## src/verilog/lsu_pkg.sv

```systemverilog
`default_nettype none

// Lane i is byteenable bit i. Lane 0 carries data bits 31:24 (big-endian)
// and a byte address with offset k selects lane k.
package lsu_pkg;

    typedef enum logic [5:0] {
        OP_LB  = 6'b100000,
        OP_LH  = 6'b100001,
        OP_LWL = 6'b100010,
        OP_LW  = 6'b100011,
        OP_LBU = 6'b100100,
        OP_LHU = 6'b100101,
        OP_LWR = 6'b100110,
        OP_SB  = 6'b101000,
        OP_SH  = 6'b101001,
        OP_SWL = 6'b101010,
        OP_SW  = 6'b101011,
        OP_SWR = 6'b101110
    } lsu_op_e;

    typedef struct packed {
        lsu_op_e     op;
        logic [31:0] addr; // Byte address
        logic [31:0] rt;   // Old rt, or store data
    } lsu_req_t;

    typedef struct packed {
        logic [31:0] address; // Word aligned
        logic        read;
        logic        write;
        logic [3:0]  byteenable;
        logic [31:0] writedata;
    } bus_cmd_t;

    function automatic logic is_load(lsu_op_e op);
        return op[5:3] == 3'b100;
    endfunction

    // Lanes touched by an access at offset k
    function automatic logic [3:0] lane_mask(lsu_op_e op, logic [1:0] k);
        case (op)
            OP_LB, OP_LBU, OP_SB: return 4'b0001 << k;
            OP_LH, OP_LHU, OP_SH: return k[1] ? 4'b1100 : 4'b0011;
            OP_LWL, OP_SWL:       return 4'b1111 << k;       // Lanes k..3
            OP_LWR, OP_SWR:       return 4'b1111 >> (~k);    // Lanes 0..k
            default:              return 4'b1111;
        endcase
    endfunction

    function automatic logic [7:0] lane_byte(logic [31:0] word, logic [1:0] lane);
        return word[31 - 8 * lane -: 8];
    endfunction

endpackage

`default_nettype wire

```

## src/verilog/load_align.sv

```systemverilog
`timescale 1ns/1ps
`default_nettype none

module load_align
    import lsu_pkg::*;
(
    input  logic        clk,
    input  logic        reset,
    input  logic        accept,
    input  lsu_req_t    cur_req,
    input  logic [3:0]  byteenable,
    input  logic [31:0] readdata,
    output logic [31:0] rdata
);

    logic [3:0]  be_q;
    logic [31:0] data_q;
    logic        hit_q;    // Load accepted in the previous cycle
    logic        load_acc;
    logic [7:0]  byte_sel;
    logic [15:0] half_sel;
    logic [31:0] result;

    assign load_acc = accept && is_load(cur_req.op);

    always_ff @(posedge clk) begin
        if (load_acc) begin
            be_q   <= byteenable;
            data_q <= readdata;
        end
    end

    always_ff @(posedge clk) begin
        if (reset)
            hit_q <= 1'b0;
        else
            hit_q <= load_acc;
    end

    always_comb begin
        byte_sel = lane_byte(data_q, 2'd0);
        for (int i = 1; i < 4; i++) begin
            if (be_q[i])
                byte_sel = lane_byte(data_q, 2'(i));
        end
        half_sel = be_q[2] ? data_q[15:0] : data_q[31:16];
    end

    always_comb begin
        result = data_q;
        case (cur_req.op)
            OP_LB:  result = {{24{byte_sel[7]}}, byte_sel};
            OP_LBU: result = {24'd0, byte_sel};
            OP_LH:  result = {{16{half_sel[15]}}, half_sel};
            OP_LHU: result = {16'd0, half_sel};
            OP_LWL: begin
                case (be_q)
                    4'b1000: result = {data_q[7:0], cur_req.rt[23:0]};
                    4'b1100: result = {data_q[15:0], cur_req.rt[15:0]};
                    4'b1110: result = {data_q[23:0], cur_req.rt[7:0]};
                    default: result = data_q;
                endcase
            end
            OP_LWR: begin
                case (be_q)
                    4'b0001: result = {cur_req.rt[31:8], data_q[31:24]};
                    4'b0011: result = {cur_req.rt[31:16], data_q[31:16]};
                    4'b0111: result = {cur_req.rt[31:24], data_q[31:8]};
                    default: result = data_q;
                endcase
            end
            default: result = data_q; // LW
        endcase
    end

    // Zero after a timeout or a store
    assign rdata = hit_q ? result : 32'd0;

endmodule

`default_nettype wire

```

## src/verilog/lsu_fsm.sv

```systemverilog
`timescale 1ns/1ps
`default_nettype none

module lsu_fsm
    import lsu_pkg::*;
(
    input  logic     clk,
    input  logic     reset,
    input  logic     req,
    input  lsu_req_t req_data,
    input  logic     legal,
    input  logic     waitrequest,
    input  logic     timeout,
    output lsu_req_t cur_req,
    output logic     cmd_active,
    output logic     is_read,
    output logic     accept,
    output logic     busy,
    output logic     done,
    output logic     addr_error,
    output logic     bus_error
);

    typedef enum logic [1:0] {
        ST_IDLE,
        ST_ACCESS,
        ST_FINISH
    } state_e;

    state_e state;
    logic   timed_out;
    logic   take_req;

    // Only an idle unit takes a request, so done stays one cycle wide
    assign take_req = req && (state == ST_IDLE);

    assign cmd_active = (state == ST_ACCESS) && legal;
    assign is_read    = is_load(cur_req.op);
    assign accept     = cmd_active && !waitrequest;
    assign busy       = cmd_active;

    // Misaligned access finishes in its first cycle without a bus command
    assign addr_error = (state == ST_ACCESS) && !legal;
    assign bus_error  = (state == ST_FINISH) && timed_out;
    assign done       = addr_error || (state == ST_FINISH);

    always_ff @(posedge clk) begin
        if (reset) begin
            state     <= ST_IDLE;
            timed_out <= 1'b0;
        end else begin
            case (state)
                ST_IDLE: begin
                    if (take_req)
                        state <= ST_ACCESS;
                end
                ST_ACCESS: begin
                    if (!legal) begin
                        state <= ST_IDLE;
                    end else if (accept || timeout) begin
                        state     <= ST_FINISH;
                        timed_out <= timeout;
                    end
                end
                default: state <= ST_IDLE; // Done cycle
            endcase
        end
    end

    always_ff @(posedge clk) begin
        if (take_req)
            cur_req <= req_data;
    end

endmodule

`default_nettype wire

```

## src/verilog/lsu_top.sv

```systemverilog
`timescale 1ns/1ps
`default_nettype none

module lsu_top
    import lsu_pkg::*;
#(
    parameter int TIMEOUT_CYCLES = 8
) (
    input  logic        clk,
    input  logic        reset,
    input  logic        req,
    input  lsu_req_t    req_data,
    input  logic [31:0] readdata,
    input  logic        waitrequest,
    output logic        busy,
    output logic        done,
    output logic [31:0] rdata,
    output logic        addr_error,
    output logic        bus_error,
    output bus_cmd_t    bus
);

    lsu_req_t    cur_req;
    logic        cmd_active;
    logic        is_read;
    logic        accept;
    logic        legal;
    logic        timeout;
    logic [3:0]  byteenable;
    logic [31:0] writedata;
    logic [31:0] word_addr;

    lsu_fsm i_fsm (
        .clk        (clk),
        .reset      (reset),
        .req        (req),
        .req_data   (req_data),
        .legal      (legal),
        .waitrequest(waitrequest),
        .timeout    (timeout),
        .cur_req    (cur_req),
        .cmd_active (cmd_active),
        .is_read    (is_read),
        .accept     (accept),
        .busy       (busy),
        .done       (done),
        .addr_error (addr_error),
        .bus_error  (bus_error)
    );

    wait_timer #(
        .TIMEOUT_CYCLES(TIMEOUT_CYCLES)
    ) i_timer (
        .clk        (clk),
        .reset      (reset),
        .cmd_active (cmd_active),
        .waitrequest(waitrequest),
        .timeout    (timeout)
    );

    store_align i_store (
        .cur_req   (cur_req),
        .byteenable(byteenable),
        .writedata (writedata),
        .word_addr (word_addr),
        .legal     (legal)
    );

    load_align i_load (
        .clk       (clk),
        .reset     (reset),
        .accept    (accept),
        .cur_req   (cur_req),
        .byteenable(byteenable),
        .readdata  (readdata),
        .rdata     (rdata)
    );

    // Fields come from the latched request, so they hold during a stall
    assign bus.address    = word_addr;
    assign bus.read       = cmd_active && is_read;
    assign bus.write      = cmd_active && !is_read;
    assign bus.byteenable = byteenable;
    assign bus.writedata  = writedata;

endmodule

`default_nettype wire

```

## src/verilog/store_align.sv

```systemverilog
`timescale 1ns/1ps
`default_nettype none

module store_align
    import lsu_pkg::*;
(
    input  lsu_req_t    cur_req,
    output logic [3:0]  byteenable,
    output logic [31:0] writedata,
    output logic [31:0] word_addr,
    output logic        legal
);

    logic [1:0] k;
    logic [4:0] shift_k;    // 8 * k
    logic [4:0] shift_rest; // 8 * (3 - k)

    assign k          = cur_req.addr[1:0];
    assign shift_k    = {k, 3'b000};
    assign shift_rest = {~k, 3'b000};

    assign word_addr  = {cur_req.addr[31:2], 2'b00};
    assign byteenable = lane_mask(cur_req.op, k);

    always_comb begin
        case (cur_req.op)
            OP_SB:
                writedata = {cur_req.rt[7:0], 24'd0} >> shift_k;
            OP_SH:
                writedata = {cur_req.rt[15:0], 16'd0} >> shift_k;
            OP_SWL:
                writedata = cur_req.rt >> shift_k;    // High bytes into lanes k..3
            OP_SWR:
                writedata = cur_req.rt << shift_rest; // Low bytes into lanes 0..k
            OP_SW:
                writedata = cur_req.rt;
            default:
                writedata = 32'd0;
        endcase
    end

    always_comb begin
        case (cur_req.op)
            OP_LH, OP_LHU, OP_SH:
                legal = !k[0];
            OP_LW, OP_SW:
                legal = (k == 2'b00);
            default:
                legal = 1'b1; // Bytes and unaligned word ops
        endcase
    end

endmodule

`default_nettype wire

```

## src/verilog/wait_timer.sv

```systemverilog
`timescale 1ns/1ps
`default_nettype none

module wait_timer #(
    parameter int TIMEOUT_CYCLES = 8
) (
    input  logic clk,
    input  logic reset,
    input  logic cmd_active,
    input  logic waitrequest,
    output logic timeout
);

    localparam int CW = $clog2(TIMEOUT_CYCLES + 1);

    logic [CW-1:0] count; // Stalled cycles before this one
    logic          stalled;

    assign stalled = cmd_active && waitrequest;

    // Current cycle is the last one allowed
    assign timeout = stalled && (count == CW'(TIMEOUT_CYCLES - 1));

    always_ff @(posedge clk) begin
        if (reset || !stalled)
            count <= '0;
        else
            count <= count + 1'b1;
    end

endmodule

`default_nettype wire
```

## config.mk

```make
export PLATFORM = sky130hd
export DESIGN_NAME = lsu_top
export DESIGN_NICKNAME = d
export VERILOG_FILES = /design/src/verilog/lsu_pkg.sv /design/src/verilog/load_align.sv /design/src/verilog/lsu_fsm.sv /design/src/verilog/lsu_top.sv /design/src/verilog/store_align.sv /design/src/verilog/wait_timer.sv
export SDC_FILE = /design/constraint.sdc
export NUM_CORES = 1
export LEC_CHECK = 0
export ABC_AREA = 1
export BUFFER_PORTS_ARGS = -buffer_cell sky130_fd_sc_hd__buf_4
export CORE_UTILIZATION = 40
export DETAILED_ROUTE_END_ITERATION = 10
export GPL_ROUTABILITY_DRIVEN = 0
export PLACE_DENSITY = 0.71
export REMOVE_ABC_BUFFERS = 1
export SYNTH_ARGS = -nofsm -noshare
export SYNTH_HDL_FRONTEND = slang
export SYNTH_SLANG_ARGS = --single-unit
```

## constraint.sdc

```tcl
create_clock -name clk -period 14.8 [get_ports clk]
set_input_delay 3.7 -clock clk [delete_from_list [all_inputs] [get_ports clk]]
set_output_delay 3.7 -clock clk [all_outputs]
set_load 0.02 [all_outputs]
```

==> impl_metrics.py <==
metrics = {
    "outcome": {
        "status": "completed",
    },
    "critical_path": {
        "crit_path_cell_trace": "nor2_2, nand2_1, o21ai_2, buf_4, nor2_1, o21ai_0, nand2_1, nor2_1, nor2_1, buf_4",
        "critical_path.startpoint_type": "register",
        "reg2reg_depth": 9,
        "critical_path.most_common_cell": "sky130_fd_sc_hd__nor2_1",
        "worst_ep_arrival_time_ns": 4.53,
        "worst-path-max-fanout": 34,
        "max_stage_delay_on_crit_path_ns": 1.08,
        "r2r_start": "i_fsm.cur_req[64]",
        "cp_class": "reg2out",
        "worstReg2RegEnd": "i_load.data_q[26]",
        "crit_path_end_kind": "primary output",
        "setup.reg_to_reg.worst_slack_ns": 12.05,
        "worst_path_max_delay_cell": "sky130_fd_sc_hd__nor2_2",
        "required_ns": 11.10,
    },
    "cells_and_area": {
        "layout.cells.most_common": "sky130_fd_sc_hd__nand2_1",
        "finalInstanceArea_um2": 10700,
        "finish.net_count": 1529,
        "final.fill_count": 2065,
        "area_growth_pct": 23.1,
        "layout_common_cells": "sky130_fd_sc_hd__nand2_1, sky130_fd_sc_hd__buf_4, sky130_fd_sc_hd__nand3_1, sky130_fd_sc_hd__nor2_1, sky130_fd_sc_hd__o21ai_0",
        "stdcell_count": 1710,
        "antenna_cells": 0,
        "share_of_cells_above_drive_strength_1": 0.201,
    },
    "grt": {
        "global_route.usage.met3": 0.0759,
        "maximum_number_of_pins_on_one_net_before_global_route_repair": 72,
        "global_route_wire_length_before_repair_mm": 47.4,
        "grt_util_met2": 0.431,
        "grt_pass1_vias": 8766,
        "global_route.usage.met1": 0.359,
        "initial_antenna_violation_count": 0,
        "grtUsageTotal": 0.280,
        "total_grt_overflow": 0,
        "grt_most_used_layer": "met2",
    },
    "drt": {
        "avgRoutedWirePerCell_um": 18.5,
        "vias_per_cell": 5.71,
        "ant_nets": 0,
        "detailed_route_wl_mm": 31.6,
        "drt_drc_violations_left": 0,
        "drt_first_iter_violations": 1593,
        "vias": 9767,
        "drt-pass1-iter-count": 6,
    },
    "synth": {
        "mappedNetlistArea_um2": 8710,
        "netlist_instances": 1281,
        "fraction_of_the_mapped_netlist_area_in_compound_gates": 0.141,
        "synth_sequential_area_ratio": 0.384,
        "synthDominantAreaCellType": "sky130_fd_sc_hd__edfxtp_1",
        "synth.area.top_cells": "sky130_fd_sc_hd__edfxtp_1, sky130_fd_sc_hd__nand2_1, sky130_fd_sc_hd__nand3_1",
        "synth_edf_count": 106,
        "synth_xor_area_frac": 0.00201,
        "fraction_of_synthesized_area_in_multiplexers": 0,
        "synth_area_per_cell_um2": 6.80,
        "synthSimpleGateAreaFrac": 0.357,
        "synth_top_area_frac": 0.366,
        "post_synth_fa_ha_maj_area_fraction": 0.00144,
        "post_synth_num_cell_types": 41,
        "synth_seq_cells": 114,
        "dominant_combinational_cell_family_by_area_after_synthesis": "simple AND/OR/NAND/NOR gates",
        "postSynth.topFlopCell": "sky130_fd_sc_hd__edfxtp_1",
        "yosysWarnings": 0,
        "asyncSetResetFlopFracSynth": 0,
    },
    "floorplanning": {
        "fp.dieW_um": 150,
        "initial_core_util": 0.412,
        "floorplan.rows": 53,
        "die_area_um2": 22400,
        "die_h_um": 150,
        "io_pins": 212,
        "core-area_um2": 21200,
    },
    "clock_network": {
        "cts_tree": "built",
        "clock_tree.buffer_depth": 2,
        "holdBufCountCts": 0,
        "cts.root.buffer_cell": "sky130_fd_sc_hd__clkbuf_16",
        "cts_inserted_buffers": 17,
        "cts.sinks": 114,
        "post_cts_resized": 0,
        "h-tree-depth": 4,
        "clkLatencyLatePin_ns": 0.44,
        "worst_setup_hold_path_clk_slew_ns": 0.06,
        "cts_setup_buffers": 0,
    },
    "hold_path": {
        "worst_hold_path_type": "reg2reg",
        "min_path_cells": 1,
        "min_delay_src": "i_timer.count[0]",
        "min_to": "i_timer.count[0]",
    },
    "pwr": {
        "irDropWorstVdd_mv": 0.0597,
        "power-per-cell-area_nw_per_um2": 85.0,
        "leakage_nw": 4.89,
    },
    "timing": {
        "final_number_of_max_transition_violations": 0,
        "report.final.setup_viol": 0,
        "worstMarginPinSlew_ns": 1.36,
        "finalWorstPathRequiredPeriod_ns": 8.23,
        "finalSetupTns_ns": 0,
        "layout_worst_path_cycle_share": 0.556,
        "achievable-frequency_mhz": 122,
        "worst_clock_skew_ns": 0.0152,
        "relative_slew_slack": 0.0928,
        "unrepaired_setup_endpoints_after_global_routing": "false",
        "hold_violations_final": 0,
    },
    "placement": {
        "place_inst": 1678,
        "detailed_place.area_um2": 10100,
        "portBuffers": 209,
        "post-dp-hpwl_mm": 21.4,
    },
    "flow_run": {
        "maxCapViolations": 0,
    },
}
worst max path at each step:
stage,start,cells after the start,to,slack [ns]
floorplan,req,1,i_fsm.cur_req[0],5.39
global placement,i_load.be_q[3],10,rdata[15],7.34
detailed placement,i_load.be_q[3],10,rdata[15],7.21
CTS,i_load.be_q[3],10,rdata[15],6.73
global route,i_load.be_q[3],10,rdata[17],6.41
finish,i_load.be_q[3],10,rdata[17],6.57
worst max-delay path: cells and delay by family, from the launching register on:
kind	cells	cell delay, ns
flops	1	0.61
compound gates	2	0.83
buf+inv	2	0.59
simple gates	6	2.05
sequential cells by signal, summed over array words and instances (netlist names):
| signal | count |
|---|---|
| i_load.be_q | 4 |
| i_load.hit_q | 1 |
| i_fsm.timed_out | 1 |
| i_fsm.state | 2 |
| i_timer.count | 4 |
| i_load.data_q | 32 |
| i_fsm.cur_req | 70 |
kinds of logic (layout without fill, tap and decap cells):
group,count (synthesis),count (layout)
buffers and inverters,214,367
xor gates and xnor gates,2,2
AOI/OAI and AO/OA,225,225
and+or+nand+nor,724,724
adders and majority gates,1,1
DFF,114,114
other,1,2
cell usage after synthesis (2+ instances only):
cell type and number:
sky130_fd_sc_hd__nand2_1 378, sky130_fd_sc_hd__nand3_1 161, sky130_fd_sc_hd__nor2_1 136, sky130_fd_sc_hd__o21ai_0 108
sky130_fd_sc_hd__edfxtp_1 106, sky130_fd_sc_hd__inv_1 101, sky130_fd_sc_hd__a21oi_1 64, sky130_fd_sc_hd__buf_4 40
sky130_fd_sc_hd__buf_2 27, sky130_fd_sc_hd__clkbuf_1 23, sky130_fd_sc_hd__nand4_1 18, sky130_fd_sc_hd__o211ai_1 18
sky130_fd_sc_hd__inv_2 16, sky130_fd_sc_hd__o21ai_1 16, sky130_fd_sc_hd__nor3_1 10, sky130_fd_sc_hd__dfxtp_1 8
sky130_fd_sc_hd__nor2_2 6, sky130_fd_sc_hd__a21boi_0 5, sky130_fd_sc_hd__a22oi_1 4, sky130_fd_sc_hd__buf_1 4
sky130_fd_sc_hd__a32oi_1 3, sky130_fd_sc_hd__nand2_2 3, sky130_fd_sc_hd__nand3_2 3, sky130_fd_sc_hd__nor2_4 3
sky130_fd_sc_hd__o21ai_2 3, sky130_fd_sc_hd__nand3_4 2
layer usage:
metal  routed length (um)  up-vias
li1                     -     4524
met1                12000     4372
met4                 1300        0
met2                14200      757
met3                 4090      114
met5                    0        -
where the power goes:
group	internal, mW	leakage, nW	total, mW	switching [mW]
Sequential	0.371	1.06	0.386	0.0149
Combinational	0.0443	3.56	0.117	0.0731
Clock	0.235	0.272	0.408	0.173
area by class of cell:
| type | count | area (um^2) | share of cell area |
|---|---|---|---|
| tap | 275 | 344 | 0.0321 |
| timing repair buffer | 217 | 1630 | 0.152 |
| sequential | 114 | 3340 | 0.312 |
| multi-input combinational | 954 | 4380 | 0.409 |
| inverter | 118 | 443 | 0.0413 |
| clock buffer | 17 | 425 | 0.0397 |
| clock inverter | 15 | 146 | 0.0137 |
per-stage QoR:
step,hold WS [ns],utilization,worst slack [ns],total power [mW]
6_report,0.446,0.507,6.57,0.911
2_1_floorplan,0.418,-,5.39,0.448
5_1_grt,0.460,0.507,6.41,0.939
3_3_place_gp,0.432,0.480,7.34,0.505
3_5_place_dp,0.438,0.480,7.21,0.507
4_1_cts,0.447,0.507,6.73,0.916
No activity file was read; power rests on OpenSTA's default activity.
